$ cat src/verilog/datapathPkg.sv
`default_nettype none

package datapathPkg;

    // ALU operation codes; neg and nop match the reference encoding
    typedef enum logic [4:0] {
        opAdd        = 5'b00011,
        opSub        = 5'b00100,
        opAnd        = 5'b00101,
        opOr         = 5'b00110,
        opShiftRight = 5'b00111,
        opShiftLeft  = 5'b01000,
        opNop        = 5'b01101,
        opMul        = 5'b01111,
        opNeg        = 5'b10001,
        opNot        = 5'b10010
    } aluOp;

    // Non-register strobes, one cycle each
    typedef struct packed {
        logic pcOut;
        logic pcIn;
        logic incPc;     // Z gets bus plus one
        logic mdrOut;
        logic mdrIn;
        logic read;      // MDR takes memory data instead of bus
        logic marIn;
        logic irIn;
        logic yIn;
        logic zIn;
        logic zLowOut;
        logic zHighOut;
        logic hiOut;
        logic hiIn;
        logic loOut;
        logic loIn;
        aluOp op;
    } controlWord;

    // Which unit currently owns the bus
    typedef enum logic [2:0] {
        srcNone,
        srcGeneral,
        srcHi,
        srcLo,
        srcPc,
        srcMdr,
        srcZLow,
        srcZHigh
    } busSource;

endpackage

`default_nettype wire
$ cat src/verilog/datapathTop.sv
`timescale 1ns/1ps
`default_nettype none

module datapathTop #(
    parameter int dataWidth = 32,
    parameter int registerCount = 16
) (
    input  wire logic                     Clock,
    input  wire logic                     reset,
    input  wire datapathPkg::controlWord  control,
    input  wire logic [registerCount-1:0] regIn,
    input  wire logic [registerCount-1:0] regOut,
    input  wire logic [dataWidth-1:0]     memoryData,
    output logic [dataWidth-1:0]          busData,
    output logic                          busConflict,
    output logic [dataWidth-1:0]          memoryAddress,
    output logic [dataWidth-1:0]          instruction,
    output logic [2*dataWidth-1:0]        zValue
);

    logic [dataWidth-1:0]  general;
    logic [dataWidth-1:0]  hiValue;
    logic [dataWidth-1:0]  loValue;
    logic [dataWidth-1:0]  pcValue;
    logic [dataWidth-1:0]  mdrValue;
    datapathPkg::busSource busSourceSel;    // Current bus owner

    busArbiter #(.dataWidth(dataWidth), .registerCount(registerCount)) arbiter (
        .regOut(regOut),
        .general(general),
        .control(control),
        .hiValue(hiValue),
        .loValue(loValue),
        .pcValue(pcValue),
        .mdrValue(mdrValue),
        .zValue(zValue),
        .busData(busData),
        .busConflict(busConflict),
        .source(busSourceSel)
    );

    registerFile #(.dataWidth(dataWidth), .registerCount(registerCount)) registers (
        .Clock(Clock),
        .reset(reset),
        .busData(busData),
        .regIn(regIn),
        .regOut(regOut),
        .control(control),
        .general(general),
        .hiValue(hiValue),
        .loValue(loValue)
    );

    alu #(.dataWidth(dataWidth)) aluUnit (
        .Clock(Clock),
        .reset(reset),
        .busData(busData),
        .control(control),
        .zValue(zValue)
    );

    memoryInterface #(.dataWidth(dataWidth)) memory (
        .Clock(Clock),
        .reset(reset),
        .busData(busData),
        .memoryData(memoryData),
        .control(control),
        .mdrValue(mdrValue),
        .memoryAddress(memoryAddress)
    );

    fetchRegisters #(.dataWidth(dataWidth)) fetch (
        .Clock(Clock),
        .reset(reset),
        .busData(busData),
        .control(control),
        .pcValue(pcValue),
        .instruction(instruction)
    );

endmodule

`default_nettype wire

$ cat src/verilog/fetchRegisters.sv
`timescale 1ns/1ps
`default_nettype none

module fetchRegisters #(
    parameter int dataWidth = 32
) (
    input  wire logic                    Clock,
    input  wire logic                    reset,
    input  wire logic [dataWidth-1:0]    busData,
    input  wire datapathPkg::controlWord control,
    output logic [dataWidth-1:0]         pcValue,
    output logic [dataWidth-1:0]         instruction
);

    // PC is incremented through Z, so it only loads from the bus
    always_ff @(posedge Clock) begin
        if (reset) begin
            pcValue <= '0;
        end else if (control.pcIn) begin
            pcValue <= busData;
        end
    end

    // IR layout: opcode in the top five bits, then Ra, Rb and Rc at four bits each,
    // with the constant field below them
    always_ff @(posedge Clock) begin
        if (reset) begin
            instruction <= '0;
        end else if (control.irIn) begin
            instruction <= busData;
        end
    end

endmodule

`default_nettype wire

$ cat src/verilog/memoryInterface.sv
`timescale 1ns/1ps
`default_nettype none

module memoryInterface #(
    parameter int dataWidth = 32
) (
    input  wire logic                    Clock,
    input  wire logic                    reset,
    input  wire logic [dataWidth-1:0]    busData,
    input  wire logic [dataWidth-1:0]    memoryData,
    input  wire datapathPkg::controlWord control,
    output logic [dataWidth-1:0]         mdrValue,
    output logic [dataWidth-1:0]         memoryAddress
);

    logic [dataWidth-1:0] mdrNext;

    // Read selects memory data, otherwise the bus
    assign mdrNext = control.read ? memoryData : busData;

    always_ff @(posedge Clock) begin
        if (reset) begin
            mdrValue <= '0;
        end else if (control.mdrIn) begin
            mdrValue <= mdrNext;
        end
    end

    // MAR drives the address straight out
    always_ff @(posedge Clock) begin
        if (reset) begin
            memoryAddress <= '0;
        end else if (control.marIn) begin
            memoryAddress <= busData;
        end
    end

endmodule

`default_nettype wire

$ cat src/verilog/alu.sv
`timescale 1ns/1ps
`default_nettype none

module alu #(
    parameter int dataWidth = 32
) (
    input  wire logic                    Clock,
    input  wire logic                    reset,
    input  wire logic [dataWidth-1:0]    busData,
    input  wire datapathPkg::controlWord control,
    output logic [2*dataWidth-1:0]       zValue
);
    import datapathPkg::*;

    localparam int shiftBits = $clog2(dataWidth);

    logic [dataWidth-1:0]          yReg;
    logic [dataWidth-1:0]          lowResult;
    logic signed [2*dataWidth-1:0] product;
    logic [2*dataWidth-1:0]        zNext;
    logic [shiftBits-1:0]          shiftAmount;

    // Shift distance comes from the low bits of the bus
    assign shiftAmount = busData[shiftBits-1:0];

    // Signed multiply, both operands sign extended to full width
    assign product = $signed(yReg) * $signed(busData);

    // Single-width operations, always Y op bus
    always_comb begin
        case (control.op)
            opAdd:        lowResult = yReg + busData;
            opSub:        lowResult = yReg - busData;
            opAnd:        lowResult = yReg & busData;
            opOr:         lowResult = yReg | busData;
            opShiftLeft:  lowResult = yReg << shiftAmount;
            opShiftRight: lowResult = yReg >> shiftAmount;    // Logical
            opNeg:        lowResult = -busData;                // Bus only
            opNot:        lowResult = ~busData;                // Bus only
            default:      lowResult = '0;
        endcase
    end

    always_comb begin
        zNext = zValue;
        if (control.incPc) begin
            // PC increment path overrides the opcode
            zNext = {{dataWidth{1'b0}}, busData + dataWidth'(1)};
        end else if (control.op == opMul) begin
            zNext = product;
        end else if (control.op != opNop) begin
            zNext = {{dataWidth{1'b0}}, lowResult};
        end
    end

    always_ff @(posedge Clock) begin
        if (reset) begin
            yReg <= '0;
        end else if (control.yIn) begin
            yReg <= busData;
        end
    end

    always_ff @(posedge Clock) begin
        if (reset) begin
            zValue <= '0;
        end else if (control.zIn) begin
            zValue <= zNext;
        end
    end

endmodule

`default_nettype wire

$ cat src/verilog/registerFile.sv
`timescale 1ns/1ps
`default_nettype none

module registerFile #(
    parameter int dataWidth = 32,
    parameter int registerCount = 16
) (
    input  wire logic                     Clock,
    input  wire logic                     reset,
    input  wire logic [dataWidth-1:0]     busData,
    input  wire logic [registerCount-1:0] regIn,
    input  wire logic [registerCount-1:0] regOut,
    input  wire datapathPkg::controlWord  control,
    output logic [dataWidth-1:0]          general,
    output logic [dataWidth-1:0]          hiValue,
    output logic [dataWidth-1:0]          loValue
);

    logic [dataWidth-1:0] registers [registerCount];

    always_ff @(posedge Clock) begin
        if (reset) begin
            for (int i = 0; i < registerCount; i++) begin
                registers[i] <= '0;
            end
            hiValue <= '0;
            loValue <= '0;
        end else begin
            // Several registers may load the same bus value
            for (int i = 0; i < registerCount; i++) begin
                if (regIn[i]) begin
                    registers[i] <= busData;
                end
            end
            if (control.hiIn) hiValue <= busData;
            if (control.loIn) loValue <= busData;
        end
    end

    // Lowest set out-strobe wins here; the arbiter flags multiples
    always_comb begin
        general = '0;
        for (int i = registerCount - 1; i >= 0; i--) begin
            if (regOut[i]) begin
                general = registers[i];
            end
        end
    end

endmodule

`default_nettype wire

$ cat src/verilog/busArbiter.sv
`timescale 1ns/1ps
`default_nettype none

module busArbiter #(
    parameter int dataWidth = 32,
    parameter int registerCount = 16
) (
    input  wire logic [registerCount-1:0] regOut,
    input  wire logic [dataWidth-1:0]     general,
    input  wire datapathPkg::controlWord  control,
    input  wire logic [dataWidth-1:0]     hiValue,
    input  wire logic [dataWidth-1:0]     loValue,
    input  wire logic [dataWidth-1:0]     pcValue,
    input  wire logic [dataWidth-1:0]     mdrValue,
    input  wire logic [2*dataWidth-1:0]   zValue,
    output logic [dataWidth-1:0]          busData,
    output logic                          busConflict,
    output datapathPkg::busSource         source
);
    import datapathPkg::*;

    // Wide enough for every register strobe plus the six others
    localparam int countWidth = $clog2(registerCount + 7);

    logic [countWidth-1:0] activeCount;

    always_comb begin
        activeCount = '0;
        for (int i = 0; i < registerCount; i++) begin
            activeCount = activeCount + countWidth'(regOut[i]);
        end
        activeCount = activeCount + countWidth'(control.hiOut) + countWidth'(control.loOut);
        activeCount = activeCount + countWidth'(control.pcOut) + countWidth'(control.mdrOut);
        activeCount = activeCount + countWidth'(control.zLowOut)
                    + countWidth'(control.zHighOut);
    end

    assign busConflict = activeCount > countWidth'(1);

    // Only a lone driver gets a source code
    always_comb begin
        source = srcNone;
        if (activeCount == countWidth'(1)) begin
            if (|regOut)                 source = srcGeneral;
            else if (control.hiOut)      source = srcHi;
            else if (control.loOut)      source = srcLo;
            else if (control.pcOut)      source = srcPc;
            else if (control.mdrOut)     source = srcMdr;
            else if (control.zLowOut)    source = srcZLow;
            else                         source = srcZHigh;
        end
    end

    always_comb begin
        case (source)
            srcGeneral: busData = general;
            srcHi:      busData = hiValue;
            srcLo:      busData = loValue;
            srcPc:      busData = pcValue;
            srcMdr:     busData = mdrValue;
            srcZLow:    busData = zValue[dataWidth-1:0];
            srcZHigh:   busData = zValue[2*dataWidth-1:dataWidth];
            default:    busData = '0;    // Idle or conflict
        endcase
    end

endmodule

`default_nettype wire

$ cat config.mk
export PLATFORM = sky130hd
export DESIGN_NAME = datapathTop
export DESIGN_NICKNAME = d
export VERILOG_FILES = /design/src/verilog/datapathPkg.sv /design/src/verilog/datapathTop.sv /design/src/verilog/fetchRegisters.sv /design/src/verilog/memoryInterface.sv /design/src/verilog/alu.sv /design/src/verilog/registerFile.sv /design/src/verilog/busArbiter.sv
export SDC_FILE = /design/constraint.sdc
export NUM_CORES = 2
export LEC_CHECK = 0
export BUFFER_PORTS_ARGS = -buffer_cell sky130_fd_sc_hd__buf_2
export CELL_PAD_IN_SITES_DETAIL_PLACEMENT = 0
export CELL_PAD_IN_SITES_GLOBAL_PLACEMENT = 1
export CORE_UTILIZATION = 56
export CTS_BUF_LIST = sky130_fd_sc_hd__clkbuf_2
export DETAILED_ROUTE_END_ITERATION = 8
export PLACE_DENSITY = 0.95
export SYNTH_ARGS = -nofsm -noshare
export SYNTH_HDL_FRONTEND = slang
export SYNTH_HIERARCHICAL = 1
export SYNTH_SLANG_ARGS = --single-unit
export TNS_END_PERCENT = 20
$ cat constraint.sdc
create_clock -name Clock -period 48.1 [get_ports Clock]
set_clock_uncertainty 0.2 [all_clocks]
set_input_delay 12.025 -clock Clock [delete_from_list [all_inputs] [get_ports Clock]]
set_output_delay 12.025 -clock Clock [all_outputs]
set_load 0.01 [all_outputs]
# == Word-level counts from Yosys, hierarchy flattened ==
# Memories as Yosys holds them, arrays and structs flattened.
# Cells that the tools add are included.
# op_classes
multipliers,1
shifts,2
n_lt_le_gt_ge,1
n_addsub,25
muxes,95
reduce_logical,3
bitwise,19
div_mod_pow,0
eq_ne,18
# ops
cell,n
32-bit 2-to-1 mux,33
32-bit case mux with 8 select lines,1
32-bit case mux with 7 select lines,1
64-bit 2-to-1 mux,3
5-bit by 1-bit adder with 5-bit output,20
32-bit by 32-bit multiplier with 64-bit output,1
1-bit 2-to-1 mux,51
32-bit by 1-bit adder with 32-bit output (second input constant),1
32-bit adder,1
32-bit AND,1
32-bit negation,1
32-bit NOT,1
32-bit bitwise OR,1
32-bit by 5-bit << shifter with 32-bit output,1
32-bit by 5-bit right shift with 32-bit output,1
32-bit subtractor,1
5-bit by 3-bit == test with 1-bit output (second input constant),4
3-bit 2-to-1 mux,6
1-bit bitwise OR,16
16-bit OR reduction,1
3-bit == test (second input constant),4
5-bit by 4-bit == test with 1-bit output (second input constant),2
5-bit == test (second input constant),2
3-bit by 2-bit == test with 1-bit output (second input constant),2
8 further kinds,8
# totals
ram_bits,512
memories,1
out_inout_bits,161
register_bits,288
in_bits,87
latch_bits,0
word_cells,173
rom_bits,0
# mem_list
name,words,word_bits,read_ports,rd_clocked_by_memory_dff,write_ports,line,rtl
registers.registers,16,32,16,0,16,registerFile.sv:19,logic [dataWidth-1:0] registers [registerCount];

# == Logic depth before layout (Yosys ltp) ==
# depth
ltp_word,30
depth_mapped,49
mapped_depth_nobuf,42

# == Cells and area by module ==
# Netlist, hierarchy kept.
# by_module_without_submodules
mod,seq_area_each_um2,area_each_um2,instances,cells_per_inst
alu,1921.8,47227.8,1,5522
registerFile,16656.0,23986.8,1,1744
busArbiter,0.0,2600.0,1,335
memoryInterface,1281.2,2560.0,1,246
fetchRegisters,1281.2,2339.7,1,207

# == Worst setup path before layout ==
# OpenSTA, ideal clock, no wires.
# synth_timing
path_kind,input -> output
start,input port regOut[5]
end,output port busData[12]
required_time_ns,35.875
path_stages,14
arrival_time_ns,16.698
path_buffers,1
slack_ns,19.177
path_cell_list,fa_1 > inv_1 > fa_1 > fa_1 > fa_1 > fa_1 > inv_1 > ha_1 > fa_1 > or2_2 > o21ai_2 > nand2_1 > clkbuf_1 > o211ai_1
# synth_between
elab_chain_cells,21
elab_cells_between_ends,35
cone_classes,add/sub: 17; eq/ne: 8; mux: 9; reduce/logical: 1
# synth_lines
item,line,rtl
"start, declared",datapathTop.sv:12,"input wire logic [registerCount-1:0] regOut,"
5-bit by 1-bit adder with 5-bit output (11 in a row),busArbiter.sv:30,activeCount = activeCount + countWidth'(regOut[i]);
5-bit by 1-bit adder with 5-bit output (2 in a row),busArbiter.sv:32,activeCount = activeCount + countWidth'(control.hiOut) + countWidth'(control.loOut);
5-bit by 1-bit adder with 5-bit output (2 in a row),busArbiter.sv:33,activeCount = activeCount + countWidth'(control.pcOut) + countWidth'(control.mdrOut);
5-bit by 1-bit adder with 5-bit output,busArbiter.sv:34,activeCount = activeCount + countWidth'(control.zLowOut)
5-bit by 1-bit adder with 5-bit output,busArbiter.sv:35,+ countWidth'(control.zHighOut);
5-bit by 1-bit == test with 1-bit output,busArbiter.sv:43,if (activeCount == countWidth'(1)) begin
3-bit 2-to-1 mux,busArbiter.sv:43,
3-bit == test (tied with other cells),busArbiter.sv:55,case (source)
32-bit case mux with 7 select lines *,busArbiter.sv:55,
"end, declared",datapathTop.sv:14,"output logic [dataWidth-1:0] busData,"
# Every way passes the cells marked *; elsewhere a longest branch is shown, timed or not.

# == Final worst setup path ==
# layout_timing
start,input port regOut[1]
end,output port busData[31]
# layout_between
elab_chain_cells,25
elab_cells_between_ends,35
cone_classes,add/sub: 21; eq/ne: 8; mux: 5; reduce/logical: 1
# layout_lines
item,line
1-bit by 1-bit adder with 2-bit output,busArbiter.sv:30
5-bit by 1-bit adder with 5-bit output (14 in a row),busArbiter.sv:30
5-bit by 1-bit adder with 5-bit output (2 in a row),busArbiter.sv:32
5-bit by 1-bit adder with 5-bit output (2 in a row),busArbiter.sv:33
5-bit by 1-bit adder with 5-bit output,busArbiter.sv:34
5-bit by 1-bit adder with 5-bit output,busArbiter.sv:35
5-bit by 1-bit == test with 1-bit output,busArbiter.sv:43
3-bit 2-to-1 mux,busArbiter.sv:43
3-bit == test (tied with other cells),busArbiter.sv:55
32-bit case mux with 7 select lines *,busArbiter.sv:55
# Marks and branches as above.

==> impl_metrics.toml <==
[status]
status = "finished with violations"
violations = "DRC"

[clocking]
cts.sinks = 800
clkLatencyLatePin_ns = 1.72
cts_tree = "yes"
clockRootBuffer = "clkbuf_2"
numCtsBuffers = 199
cts_resized = 0
post-cts-setup-buffers = 0
clockBufferDepth = 3
cts_hold_buffers = 0
h-tree-depth = 4
path_clk_slew_ns = 0.08

[timing]
hold_viol = 0
rsz0062_at_grt = "false"
setup_viol = 0
period_needed_ns = 30.68
finalWorstSetupSlack_ns = 17.42
max_freq_mhz = 32.59
min_period_over_period_pct = 63.79
slew_violations = 0
worst_pin_slew_ns = 1.411
tns_ns = 0
slew-limit-headroom_pct = 5.924

[power]
p_leak_nw = 37.93
ir_worst_vdd_uv = 25.48
power_density_nw_per_um2 = 24.40

[floorplanning]
io_pins = 248
start_util_pct = 56.40
coreArea_um2 = 139500
die_width_um = 376.9
num_rows = 137
die_height_um = 376.9
die_area_um2 = 142000

[hold_path]
worstHoldEndpoint = "aluUnit/zValue[11]$_SDFFE_PP0P_"
hold_depth = 2
hp-class = "reg2reg"
hp-start = "aluUnit/zValue[11]$_SDFFE_PP0P_"

[placed_design]
hpwl_um = 221200
place_inst = 9801
port_buffers = 247
globalplace.congestion = 1.039
dpl_cell_area_um2 = 81750
dp_slack_ns = 17.54

[setup_path]
rr_worst_depth = 33
path_class = "in2out"
required_ns = 35.88
r2r-end = "aluUnit/zValue[61]$_SDFFE_PP0P_"
r2r_start = "registers/registers[1][236]$_DFFE_PP_"
rrSetupSlack_ns = 36.19
crit_arrival_ns = 18.46
cp-end-kind = "output pin"
startpoint_type = "input port"
worstPathMaxFanout = 36

[global_route]
antenna_found_initial = 17
grt_usage_pct = 43.84
grt_max_degree = 115
grt_pass1_wl_um = 449500
gr-total-overflow = 0
grt_pass1_vias = 67430

[final_layout]
syn_to_final_growth_pct = 6.480
nFillCells = 11720
postLayoutCoreUtil_pct = 60.06
fin_cells = 10170
layout-drive-gt1-share_pct = 11.61
postLayoutCellArea_um2 = 83800
nets = 9602

[synth]
synth_fp_nets = 9526
syn_inst = 8050
syn_avg_cell_area_um2 = 9.776
yosysWarningCount = 6
syn_area_um2 = 78700

[drt]
drc = 5
drt_iter0_markers = 8188
postRouteAntennaNets = 0
finalWirelength_um = 309300
via_per_inst = 6.459
vias = 65700
routedWlPerCell_um = 30.41
dr.pass1.iters = 9

[job]
cap_viol_max_count = 0
## state kept, by name, summed over array words and instances, names as in the netlist
name / count
aluUnit/yReg: 32
aluUnit/zValue: 64
fetch/instruction: 32
fetch/pcValue: 32
memory/mdrValue: 32
memory/memoryAddress: 32
registers/hiValue: 32
registers/loValue: 32
registers/registers: 512
## report_power, final
| part | internal (mW) | switching [mW] | total (mW) |
|---|---|---|---|
| combinational | 0.222 | 0.498 | 0.720 |
| sequential | 0.781 | 0.0229 | 0.804 |
| clock | 0.197 | 0.325 | 0.521 |
## layout make-up
type / count / area, µm² / share of cell area, %
antenna: 9 / 22.52 / 0.02688
clock buffer: 283 / 1416 / 1.690
clock inverter: 79 / 613.1 / 0.7316
inverter: 1074 / 4031 / 4.811
multi-input combinational: 5588 / 51340 / 61.27
sequential: 800 / 21160 / 25.25
tap: 1876 / 2347 / 2.801
timing repair buffer: 463 / 2870 / 3.425
## worst max-delay path, stage by stage
cell	delay, ns
buf_2	0.08
buf_4	0.50
fa_1	0.52
inv_1	0.08
fa_1	0.44
fa_1	0.52
fa_1	0.43
fa_1	0.49
inv_1	0.04
ha_1	0.21
fa_1	0.43
or2_2	0.29
o21ai_2	0.12
nand3_4	0.71
a2111o_1	0.63
o211ai_1	0.21
buf_4	0.48
buf_2	0.22
## per-layer routing
layer	track usage, %	part of all wire [%]	up-vias
li1	-	-	26870
met1	54.04	35	32710
met2	65.73	44	4864
met3	12.84	13	1232
met4	31.88	8.5	20
met5	0	0.045	-
## worst max-delay path by stage
stage	startpoint	to	slack, ns	cells after the start
final	regOut[1]	busData[31]	17.42	18
after global routing	regOut[1]	busData[31]	17.30	18
after CTS	regOut[1]	busData[31]	17.53	18
after detailed placement	regOut[1]	busData[31]	17.54	18
after global placement	regOut[1]	busData[31]	17.55	18
after floorplan	regOut[5]	busData[12]	19.19	14
## placed cells by master, fill, tap and decap left out, types with 18 or more instances in the layout
master	n
a211oi_1	88
a21o_1	68
a21oi_1	291
a221oi_1	69
a222oi_1	32
a22o_1	43
a22oi_1	62
and2_1	335
and3_1	29
buf_2	245
buf_4	217
clkbuf_2	283
clkinv_1	73
dfxtp_1	276
edfxtp_1	512
fa_1	1099
ha_1	289
inv_1	1035
mux2_2	20
mux2i_1	307
mux4_2	44
nand2_1	665
nand2b_1	23
nand3_1	67
nand4_1	29
nor2_1	1010
nor2b_1	45
nor3_1	62
nor4_1	18
o211ai_1	51
o21a_1	25
o21ai_0	144
o21ai_1	44
o21bai_1	19
o221ai_1	47
o22ai_1	109
o31ai_1	37
or2_2	22
xnor2_1	89
xor2_1	47
## metrics by stage
stage / total power [mW] / hold slack, ns
2_1_floorplan: 1.237 / 0.2561
3_5_place_dp: 1.507 / 0.2626
3_3_place_gp: 1.501 / 0.2661
4_1_cts: 2.019 / 0.2844
5_1_grt: 2.110 / 0.3142
6_report: 2.045 / 0.2886
Power figures use the tool's default switching activity.
